**src/hdl/codec_pkg.sv**
```systemverilog
`default_nettype none

package codec_pkg;

  // Host command addresses
  localparam logic [5:0] CMD_TX_GAIN   = 6'h09;
  localparam logic [5:0] CMD_RX_GAIN   = 6'h0a;
  localparam logic [5:0] CMD_REG_WRITE = 6'h3b;

  localparam logic [7:0] REG_WRITE_PREFIX = 8'h06;  // Top byte of a valid generic write

  // Front end registers touched by gain commands
  localparam logic [4:0] REG_TX_GAIN = 5'h0a;
  localparam logic [4:0] REG_RX_GAIN = 5'h09;

  localparam logic [6:0] RX_GAIN_RESET = 7'h40;

  localparam int FRAME_BITS     = 16;
  localparam int SPI_BIT_W      = $clog2(FRAME_BITS);
  localparam int SPI_FIFO_DEPTH = 4;
  localparam int SPI_FIFO_AW    = $clog2(SPI_FIFO_DEPTH);

  // Enable bit and value, indexed by register address
  localparam int INIT_LEN = 20;
  localparam logic [8:0] INIT_TABLE [INIT_LEN] = '{
    9'h000, 9'h000, 9'h000, 9'h000, 9'h000,
    9'h000, 9'h154, 9'h130, 9'h000, 9'h000,
    9'h000, 9'h100, 9'h143, 9'h103, 9'h181,
    9'h000, 9'h180, 9'h100, 9'h100, 9'h000
  };

  typedef struct packed {
    logic [4:0] addr;
    logic [7:0] value;
  } spi_word_t;

  typedef struct packed {
    logic [3:0]  gain;
    logic [27:0] unused;
  } tx_gain_view_t;

  typedef struct packed {
    logic [24:0] unused;
    logic [6:0]  gain;
  } rx_gain_view_t;

  typedef struct packed {
    logic [7:0] prefix;
    logic [2:0] unused_hi;
    logic [4:0] addr;
    logic [7:0] unused_lo;
    logic [7:0] value;
  } reg_write_view_t;

  // Host data word, view picked by cmd_addr
  typedef union packed {
    tx_gain_view_t   tx;
    rx_gain_view_t   rx;
    reg_write_view_t wr;
  } cmd_word_u;

endpackage

`default_nettype wire

```
**src/hdl/spi_word_if.sv**
```systemverilog
`default_nettype none

// One register write per four-phase handshake
interface spi_word_if;
  import codec_pkg::*;

  logic      req;
  logic      ack;
  spi_word_t word;
  logic      busy;  // Driven by the receiving side of the link

  modport src (output req, output word, input ack, input busy);
  modport dst (input req, input word, output ack, output busy);

endinterface

`default_nettype wire

```
**src/hdl/codec_cmd_seq.sv**
```systemverilog
`default_nettype none

module codec_cmd_seq (
  input  wire         clk,
  input  wire         rst_n,
  input  wire  [5:0]  cmd_addr,
  input  wire  [31:0] cmd_data,
  input  wire         cmd_req,
  output logic        cmd_ack,
  spi_word_if.src     wr
);
  import codec_pkg::*;

  typedef enum logic [2:0] {
    ST_INIT,
    ST_DRAIN,
    ST_CMD,
    ST_PUSH,
    ST_CMD_ACK
  } seq_state_t;

  seq_state_t state;
  logic [4:0] idx;          // Init table address, INIT_LEN once finished
  logic [8:0] init_entry;
  logic       init_load;
  logic [3:0] tx_gain;
  logic [6:0] rx_gain;
  cmd_word_u  cmd_w;
  logic       cmd_take;
  logic       cmd_write;
  spi_word_t  cmd_wword;

  // Front end receive gain code
  function automatic logic [5:0] rx_gain_code(input logic [6:0] gain);
    if (gain[6]) begin
      return gain[5:0];
    end else if (gain[5]) begin
      return ~gain[5:0];
    end
    return {1'b1, gain[4:0]};
  endfunction

  assign init_entry = (idx < 5'(INIT_LEN)) ? INIT_TABLE[idx] : '0;
  assign init_load  = (state == ST_INIT) && init_entry[8];

  assign cmd_w    = cmd_data;
  assign cmd_take = (state == ST_CMD) && cmd_req && !cmd_ack;

  always_comb begin
    cmd_write = 1'b0;
    cmd_wword = '{addr: cmd_w.wr.addr, value: cmd_w.wr.value};
    case (cmd_addr)
      CMD_TX_GAIN: begin
        cmd_write = (cmd_w.tx.gain != tx_gain);  // Only on change
        cmd_wword = '{addr: REG_TX_GAIN, value: {4'b0100, cmd_w.tx.gain}};
      end
      CMD_RX_GAIN: begin
        cmd_write = (cmd_w.rx.gain != rx_gain);
        cmd_wword = '{addr: REG_RX_GAIN, value: {2'b01, rx_gain_code(cmd_w.rx.gain)}};
      end
      CMD_REG_WRITE: cmd_write = (cmd_w.wr.prefix == REG_WRITE_PREFIX);
      default: cmd_write = 1'b0;  // Unknown address, ack only
    endcase
  end

  always_ff @(posedge clk) begin
    if (!rst_n) begin
      state   <= ST_INIT;
      idx     <= '0;
      tx_gain <= '0;
      rx_gain <= RX_GAIN_RESET;
      wr.req  <= 1'b0;
      cmd_ack <= 1'b0;
    end else begin
      case (state)
        ST_INIT: begin
          if (idx == 5'(INIT_LEN)) begin
            state <= ST_DRAIN;
          end else if (init_entry[8]) begin
            state <= ST_PUSH;
          end else begin
            idx <= idx + 1'b1;  // Skip disabled entry
          end
        end
        // Wait for the queued init frames to leave
        ST_DRAIN: if (!wr.busy && !wr.ack) state <= ST_CMD;
        ST_CMD: begin
          if (cmd_take) begin
            if (cmd_addr == CMD_TX_GAIN) tx_gain <= cmd_w.tx.gain;
            if (cmd_addr == CMD_RX_GAIN) rx_gain <= cmd_w.rx.gain;
            if (cmd_write) begin
              state <= ST_PUSH;
            end else begin
              cmd_ack <= 1'b1;
              state   <= ST_CMD_ACK;
            end
          end
        end
        ST_PUSH: begin
          if (!wr.req && !wr.ack) begin
            wr.req <= 1'b1;
          end else if (wr.req && wr.ack) begin
            wr.req <= 1'b0;
            if (idx != 5'(INIT_LEN)) begin
              idx   <= idx + 1'b1;
              state <= ST_INIT;
            end else begin
              cmd_ack <= 1'b1;
              state   <= ST_CMD_ACK;
            end
          end
        end
        ST_CMD_ACK: begin
          if (!cmd_req) begin
            cmd_ack <= 1'b0;
            state   <= ST_CMD;
          end
        end
        default: state <= ST_INIT;
      endcase
    end
  end

  always_ff @(posedge clk) begin
    if (init_load) begin
      wr.word <= '{addr: idx, value: init_entry[7:0]};
    end else if (cmd_take) begin
      wr.word <= cmd_wword;
    end
  end

  a_req_held: assert property (@(posedge clk) disable iff (!rst_n)
    wr.req && !wr.ack |=> wr.req)
    else $error("write request dropped before ack");

endmodule

`default_nettype wire

```
**src/hdl/spi_word_fifo.sv**
```systemverilog
`default_nettype none

module spi_word_fifo (
  input wire      clk,
  input wire      rst_n,
  spi_word_if.dst in_w,
  spi_word_if.src out_w
);
  import codec_pkg::*;

  spi_word_t              mem [SPI_FIFO_DEPTH];
  logic [SPI_FIFO_AW-1:0] wr_ptr;
  logic [SPI_FIFO_AW-1:0] rd_ptr;
  logic [SPI_FIFO_AW:0]   count;
  logic                   full;
  logic                   empty;
  logic                   push;
  logic                   pop;

  assign full  = (count == (SPI_FIFO_AW + 1)'(SPI_FIFO_DEPTH));
  assign empty = (count == '0);
  assign push  = in_w.req && !in_w.ack && !full;  // Full leaves req hanging
  assign pop   = out_w.req && out_w.ack;

  // Queue or serial master still working
  assign in_w.busy  = !empty || out_w.busy;
  assign out_w.word = mem[rd_ptr];

  always_ff @(posedge clk) begin
    if (push) mem[wr_ptr] <= in_w.word;
  end

  always_ff @(posedge clk) begin
    if (!rst_n) begin
      wr_ptr    <= '0;
      rd_ptr    <= '0;
      count     <= '0;
      in_w.ack  <= 1'b0;
      out_w.req <= 1'b0;
    end else begin
      if (push) wr_ptr <= wr_ptr + 1'b1;
      if (pop) rd_ptr <= rd_ptr + 1'b1;
      case ({push, pop})
        2'b10:   count <= count + 1'b1;
        2'b01:   count <= count - 1'b1;
        default: count <= count;
      endcase

      if (push) begin
        in_w.ack <= 1'b1;
      end else if (!in_w.req) begin
        in_w.ack <= 1'b0;
      end

      // Head word offered until the master takes it
      if (pop) begin
        out_w.req <= 1'b0;
      end else if (!out_w.req && !out_w.ack && !empty) begin
        out_w.req <= 1'b1;
      end
    end
  end

  // Count never passes the depth and matches the pointer distance
  a_no_overflow: assert property (@(posedge clk) disable iff (!rst_n)
    count <= (SPI_FIFO_AW + 1)'(SPI_FIFO_DEPTH) &&
    SPI_FIFO_AW'(wr_ptr - rd_ptr) == count[SPI_FIFO_AW-1:0])
    else $error("write accepted while full");

  a_no_underflow: assert property (@(posedge clk) disable iff (!rst_n)
    out_w.req |-> !empty)
    else $error("read offered while empty");

endmodule

`default_nettype wire

```
**src/hdl/codec_spi_master.sv**
```systemverilog
`default_nettype none

module codec_spi_master (
  input  wire      clk,
  input  wire      rst_n,
  spi_word_if.dst  rd,
  output logic     spi_sen_n,
  output logic     spi_sclk,
  output logic     spi_sdio
);
  import codec_pkg::*;

  typedef enum logic [1:0] {
    M_IDLE,
    M_START,
    M_SHIFT,
    M_END
  } spi_state_t;

  spi_state_t            state;
  logic [FRAME_BITS-1:0] shreg;
  logic [SPI_BIT_W-1:0]  bit_cnt;
  logic [1:0]            phase;    // Two cycles sclk low, two high
  logic                  accept;

  assign accept   = (state == M_IDLE) && rd.req && !rd.ack;
  assign spi_sdio = shreg[FRAME_BITS-1];  // MSB first
  assign rd.busy  = (state != M_IDLE);

  always_ff @(posedge clk) begin
    if (!rst_n) begin
      state     <= M_IDLE;
      shreg     <= '0;
      bit_cnt   <= '0;
      phase     <= '0;
      spi_sen_n <= 1'b1;
      spi_sclk  <= 1'b0;
      rd.ack    <= 1'b0;
    end else begin
      if (accept) begin
        rd.ack <= 1'b1;
      end else if (!rd.req) begin
        rd.ack <= 1'b0;
      end

      case (state)
        M_IDLE: begin
          if (accept) begin
            shreg <= {3'b000, rd.word};  // Three zero bits, then addr and value
            state <= M_START;
          end
        end
        M_START: begin
          spi_sen_n <= 1'b0;
          phase     <= '0;
          bit_cnt   <= SPI_BIT_W'(FRAME_BITS - 1);
          state     <= M_SHIFT;
        end
        M_SHIFT: begin
          phase <= phase + 1'b1;
          if (phase == 2'd1) spi_sclk <= 1'b1;
          if (phase == 2'd3) begin
            spi_sclk <= 1'b0;
            if (bit_cnt == '0) begin
              state <= M_END;
            end else begin
              bit_cnt <= bit_cnt - 1'b1;
              shreg   <= {shreg[FRAME_BITS-2:0], 1'b0};  // Next bit on falling edge
            end
          end
        end
        M_END: begin
          // Hold enable 2 cycles past last falling edge
          phase <= phase + 1'b1;
          if (phase == 2'd1) begin
            spi_sen_n <= 1'b1;
            state     <= M_IDLE;
          end
        end
        default: state <= M_IDLE;
      endcase
    end
  end

  a_sen_during_sclk: assert property (@(posedge clk) disable iff (!rst_n)
    $changed(spi_sclk) |-> !spi_sen_n && $past(!spi_sen_n))
    else $error("sclk toggled outside a frame");

endmodule

`default_nettype wire

```
**src/hdl/codec_sample_port.sv**
```systemverilog
`default_nettype none

module codec_sample_port (
  input  wire         clk,
  input  wire         rst_n,
  input  wire  [11:0] tx_data,
  input  wire         tx_en,
  input  wire  [5:0]  codec_rx,
  input  wire         codec_rxsync,
  input  wire         rx_clr_status,
  output logic        tx_strobe,
  output logic [5:0]  codec_tx,
  output logic        codec_txsync,
  output logic        codec_txquiet_n,
  output logic [11:0] rx_data,
  output logic        rx_valid,
  output logic        rx_clip,
  output logic        rx_good_lvl
);

  logic       tx_phase;   // High in the low-nibble cycle
  logic [5:0] tx_low;
  logic [5:0] rx_d1;
  logic [5:0] rx_d2;
  logic       sync_d1;
  logic       sync_d2;
  logic       clip_hit;
  logic       good_hit;

  assign tx_strobe = tx_en && !tx_phase;

  always_ff @(posedge clk) begin
    if (!rst_n) begin
      tx_phase        <= 1'b0;
      codec_tx        <= '0;
      codec_txsync    <= 1'b0;
      codec_txquiet_n <= 1'b1;
    end else begin
      tx_phase        <= tx_strobe;
      codec_txquiet_n <= tx_en;
      if (tx_strobe) begin
        codec_tx     <= tx_data[11:6];
        codec_txsync <= 1'b1;
      end else if (tx_en) begin
        codec_tx     <= tx_low;
        codec_txsync <= 1'b0;
      end else begin
        codec_tx     <= '0;  // Idle bus
        codec_txsync <= 1'b0;
      end
    end
  end

  always_ff @(posedge clk) begin
    if (tx_strobe) tx_low <= tx_data[5:0];
  end

  // Receive pipeline, sync marks the high nibble
  always_ff @(posedge clk) begin
    rx_d1 <= codec_rx;
    rx_d2 <= rx_d1;
    if (sync_d2) rx_data <= {rx_d2, rx_d1};
  end

  assign clip_hit = (rx_data == 12'h7ff) || (rx_data == 12'h800);
  assign good_hit = (rx_data[11:9] == 3'b011) || (rx_data[11:9] == 3'b100);

  always_ff @(posedge clk) begin
    if (!rst_n) begin
      sync_d1     <= 1'b0;
      sync_d2     <= 1'b0;
      rx_valid    <= 1'b0;
      rx_clip     <= 1'b0;
      rx_good_lvl <= 1'b0;
    end else begin
      sync_d1  <= codec_rxsync;
      sync_d2  <= sync_d1;
      rx_valid <= sync_d2;
      // Set beats clear
      if (rx_clr_status) rx_clip <= 1'b0;
      if (rx_valid && clip_hit) rx_clip <= 1'b1;
      if (rx_clr_status) rx_good_lvl <= 1'b0;
      if (rx_valid && good_hit) rx_good_lvl <= 1'b1;
    end
  end

endmodule

`default_nettype wire

```
**src/hdl/codec_ctrl_top.sv**
```systemverilog
`default_nettype none

module codec_ctrl_top (
  input  wire        clk,
  input  wire        rst_n,
  input  wire [5:0]  cmd_addr,
  input  wire [31:0] cmd_data,
  input  wire        cmd_req,
  output wire        cmd_ack,
  input  wire [11:0] tx_data,
  input  wire        tx_en,
  output wire        tx_strobe,
  output wire [5:0]  codec_tx,
  output wire        codec_txsync,
  output wire        codec_txquiet_n,
  input  wire [5:0]  codec_rx,
  input  wire        codec_rxsync,
  output wire [11:0] rx_data,
  output wire        rx_valid,
  output wire        rx_clip,
  output wire        rx_good_lvl,
  input  wire        rx_clr_status,
  output wire        spi_sen_n,
  output wire        spi_sclk,
  output wire        spi_sdio
);

  spi_word_if seq_to_fifo ();
  spi_word_if fifo_to_spi ();

  codec_cmd_seq u_cmd_seq (
    .clk      (clk),
    .rst_n    (rst_n),
    .cmd_addr (cmd_addr),
    .cmd_data (cmd_data),
    .cmd_req  (cmd_req),
    .cmd_ack  (cmd_ack),
    .wr       (seq_to_fifo.src)
  );

  // Lets commands queue while a frame shifts out
  spi_word_fifo u_spi_fifo (
    .clk   (clk),
    .rst_n (rst_n),
    .in_w  (seq_to_fifo.dst),
    .out_w (fifo_to_spi.src)
  );

  codec_spi_master u_spi_master (
    .clk       (clk),
    .rst_n     (rst_n),
    .rd        (fifo_to_spi.dst),
    .spi_sen_n (spi_sen_n),
    .spi_sclk  (spi_sclk),
    .spi_sdio  (spi_sdio)
  );

  codec_sample_port u_sample_port (
    .clk             (clk),
    .rst_n           (rst_n),
    .tx_data         (tx_data),
    .tx_en           (tx_en),
    .codec_rx        (codec_rx),
    .codec_rxsync    (codec_rxsync),
    .rx_clr_status   (rx_clr_status),
    .tx_strobe       (tx_strobe),
    .codec_tx        (codec_tx),
    .codec_txsync    (codec_txsync),
    .codec_txquiet_n (codec_txquiet_n),
    .rx_data         (rx_data),
    .rx_valid        (rx_valid),
    .rx_clip         (rx_clip),
    .rx_good_lvl     (rx_good_lvl)
  );

endmodule

`default_nettype wire

```
**config.mk**
```make
export PLATFORM = sky130hd
export DESIGN_NAME = codec_ctrl_top
export DESIGN_NICKNAME = d
export VERILOG_FILES = /design/src/hdl/codec_pkg.sv /design/src/hdl/spi_word_if.sv /design/src/hdl/codec_cmd_seq.sv /design/src/hdl/spi_word_fifo.sv /design/src/hdl/codec_spi_master.sv /design/src/hdl/codec_sample_port.sv /design/src/hdl/codec_ctrl_top.sv
export SDC_FILE = /design/constraint.sdc
export NUM_CORES = 1
export LEC_CHECK = 0
export ABC_AREA = 1
export BUFFER_PORTS_ARGS = -buffer_cell sky130_fd_sc_hd__buf_2
export CORE_UTILIZATION = 62
export CTS_CLUSTER_DIAMETER = 30
export DETAILED_ROUTE_END_ITERATION = 7
export GPL_ROUTABILITY_DRIVEN = 0
export GPL_TIMING_DRIVEN = 0
export HOLD_SLACK_MARGIN = 0.15
export PLACE_DENSITY = 0.84
export SETUP_SLACK_MARGIN = 0.4
export SKIP_CTS_REPAIR_TIMING = 1
export SLEW_MARGIN = 20
export SYNTH_ARGS = -nofsm -noshare
export SYNTH_HDL_FRONTEND = slang
export SYNTH_HIERARCHICAL = 1
export SYNTH_SLANG_ARGS = --single-unit
```
**constraint.sdc**
```tcl
create_clock -name clk -period 3.6 [get_ports clk]
set_input_delay 0.18 -clock clk [delete_from_list [all_inputs] [get_ports clk]]
set_output_delay 0.18 -clock clk [all_outputs]
set_load 0.01 [all_outputs]
```
==> impl_metrics.yaml <==
timing:
  rsz0062_at_grt: "no"
  setup_tns_ns: 0
  clock_skew_ns: 0.0138
  period_minus_slack_ns: 2.14
  slew_violations: 0
  finalCritPeriodShare: 0.593
  hold_viol: 0
  worstMarginPinSlew_ns: 0.775
  fmax_mhz: 468
  setup_slack_ns: 1.46
  finalSetupViolCount: 0
  max_slew_margin: 0.483
layout:
  nFillCells: 773
  finalNetCount: 1038
  final_util: 0.773
  areaGrowthSynthToFinish_pct: 20.2
  drive_gt1_frac: 0.185
  n_antenna_cell: 0
grt:
  grt.overflow.total: 0
  antenna_found_initial: 0
  grt_pass1_wl_um: 24500
  grt_use_total: 0.252
  grt_pass1_vias: 5464
  grt_max_degree: 22
yosys:
  yosys_warnings: 6
  syn_nets: 905
  syn_inst: 821
  netlist_area_um2: 7440
  syn_avg_cell_area_um2: 9.06
  yosys.area.top_type_share: 0.335
  synth-seq-cells: 167
  yosysTopAreaCell: "edfxtp_1"
  ys_top_cells_by_area: "edfxtp_1, dfxtp_1, nand2_1, nor2_1, inv_1"
  ys_types: 46
  yosysSeqAreaShare: 0.561
power:
  leakage_nw: 3.86
  combPwrFrac: 0.230
  p_per_area_nw_per_um2: 593
  internal-power_mw: 3.59
  p_clk_frac: 0.325
  pwr-share-seq: 0.444
  power_switching_mw: 1.70
  irDropWorstVdd_mv: 0.363
  p_sw_frac: 0.322
clock_tree:
  cts_max_level: 4
  cts_tree: "built"
  cts.sinks: 167
  cts_root_buf: "clkbuf_16"
  clk_path_buf_depth: 2
  cts_made_buffers: 17
  clkLatencyLatePin_ns: 0.42
  clk_pin_slew_ns: 0.07
setup_path:
  crit_path_start: "u_cmd_seq/idx[1]"
  crit_fanout: 13
  critPathRequiredTime_ns: 3.65
  start_kind: "register"
  critPathArrivalTime_ns: 2.19
  cp-end-kind: "register"
  rrSetupSlack_ns: 1.46
  critPathKind: "register to register"
  r2r-start: "u_cmd_seq/idx[1]"
floorplan:
  die_x_um: 112
  fp-row-count: 39
  start_util: 0.643
  coreArea_um2: 11600
  io_pins: 90
  die_y_um: 112
  dieArea_um2: 12400
run_status:
  status: "complete, no violations"
job:
  drv_cap: 0
detailed_routing:
  wl_per_cell_um: 14.3
  ant_nets: 0
  drcViolationCount: 0
  routed_wl_um: 15900
  viasPerCell: 5.31
  drt_iter0_drc: 518
  firstDrtPassIters: 6
  vias: 5895
placement:
  dp_hpwl_um: 10100
  numPortBuffers: 78
  pre_cts_ws_ns: 1.47
hold_path:
  hold_start: "cmd_data[20]"
  hp-class: "input pin to register"
==> final timing paths <==
check                            to  cells after the start
min           u_cmd_seq/wr.word[12]                      3
max reg2reg    u_cmd_seq/wr.word[7]                      6
max            u_cmd_seq/wr.word[7]                      6
min reg2reg  u_sample_port/rx_d2[3]                      0
==> cells by family after synthesis <==
family,after synthesis,share of synthesized area
AND/OR/NAND/NOR,348,0.205
flip-flops,167,0.561
XOR/XNOR,3,0.00353
adder cells (fa/ha/maj),22,0.0380
AO/OA/AOI/OAI,156,0.118
buffers and inverters,125,0.0745
==> critical path: stages, from the launching register on <==
cell and delay (ns):
dfxtp_1 0.48, ha_1 0.25, nand3_1 0.10, nand3_2 0.12, nand3_4 0.14, inv_2 0.16
or2_1 0.51
==> power groups by stage <==
stage	clock, mW	combinational, mW	sequential, mW
global route	1.82	1.38	2.37
detailed placement	0	1.15	2.39
CTS	1.74	1.18	2.35
floorplan	0	0.885	2.36
global placement	0	1.12	2.38
finish	1.72	1.22	2.35
==> Yosys cell counts (all sizes together) <==
library cell / instances
nand2: 169
nor2: 120
inv: 103
dfxtp: 84
edfxtp: 83
o21ai: 69
a21oi: 50
nand3: 40
ha: 21
buf: 16
o22ai: 14
a21boi: 12
nor3: 7
nand4: 6
clkbuf: 4
nand3b: 3
o211ai: 3
o21bai: 3
a31oi: 2
clkinv: 2
o21a: 2
xor2: 2
a211oi: 1
and2: 1
fa: 1
nor3b: 1
or2: 1
xnor2: 1
==> cell usage in the layout, fill, tap and decap left out, types with 32 or more instances in the layout <==
master / n
a21oi_1: 47
buf_2: 87
dfxtp_1: 84
dlygate4sd3_1: 36
edfxtp_1: 83
inv_1: 88
nand2_1: 163
nand3_1: 35
nor2_1: 99
o21ai_0: 36
o21ai_1: 32
==> stage by stage <==
step | cell area (um2) | total power, mW | std cells | hold WS [ns]
6_report | 8940 | 5.30 | 1110 | 0.157
5_1_grt | 8940 | 5.57 | 1110 | 0.153
4_1_cts | 8580 | 5.27 | 1074 | -0.159
3_5_place_dp | 8010 | 3.54 | 1042 | 0.284
3_3_place_gp | 8010 | 3.50 | 1042 | 0.282
2_1_floorplan | 7440 | 3.25 | 821 | 0.208
==> layer usage <==
layer,routed length [um],up-vias,GRT usage
met5,0,-,0
met4,155,0,0.0784
met3,855,12,0.0653
met2,8370,167,0.455
met1,6520,2736,0.293
li1,-,2980,-
==> final cells by class <==
type | instances | area, um2 | share of cell area
Tap cell | 143 | 179 | 0.0200
Clock inverter | 12 | 105 | 0.0118
Multi-Input combinational cell | 529 | 2720 | 0.304
Inverter | 105 | 402 | 0.0449
Timing Repair Buffer | 114 | 751 | 0.0840
Sequential cell | 167 | 4170 | 0.467
Buffer | 20 | 153 | 0.0171
Clock buffer | 20 | 458 | 0.0512
==> state kept, by name, summed over array words and instances, names as in the netlist, 5 cells and up, named ones only <==
name,count
u_cmd_seq/rx_gain,7
u_cmd_seq/wr.word,13
u_sample_port/tx_low,6
u_sample_port/codec_tx,6
u_spi_master/shreg,16
u_cmd_seq/idx,5
u_sample_port/rx_data,12
u_spi_fifo/mem,52
u_sample_port/rx_d2,6
u_sample_port/rx_d1,6
Note: power is estimated with default switching activity, not from simulation.
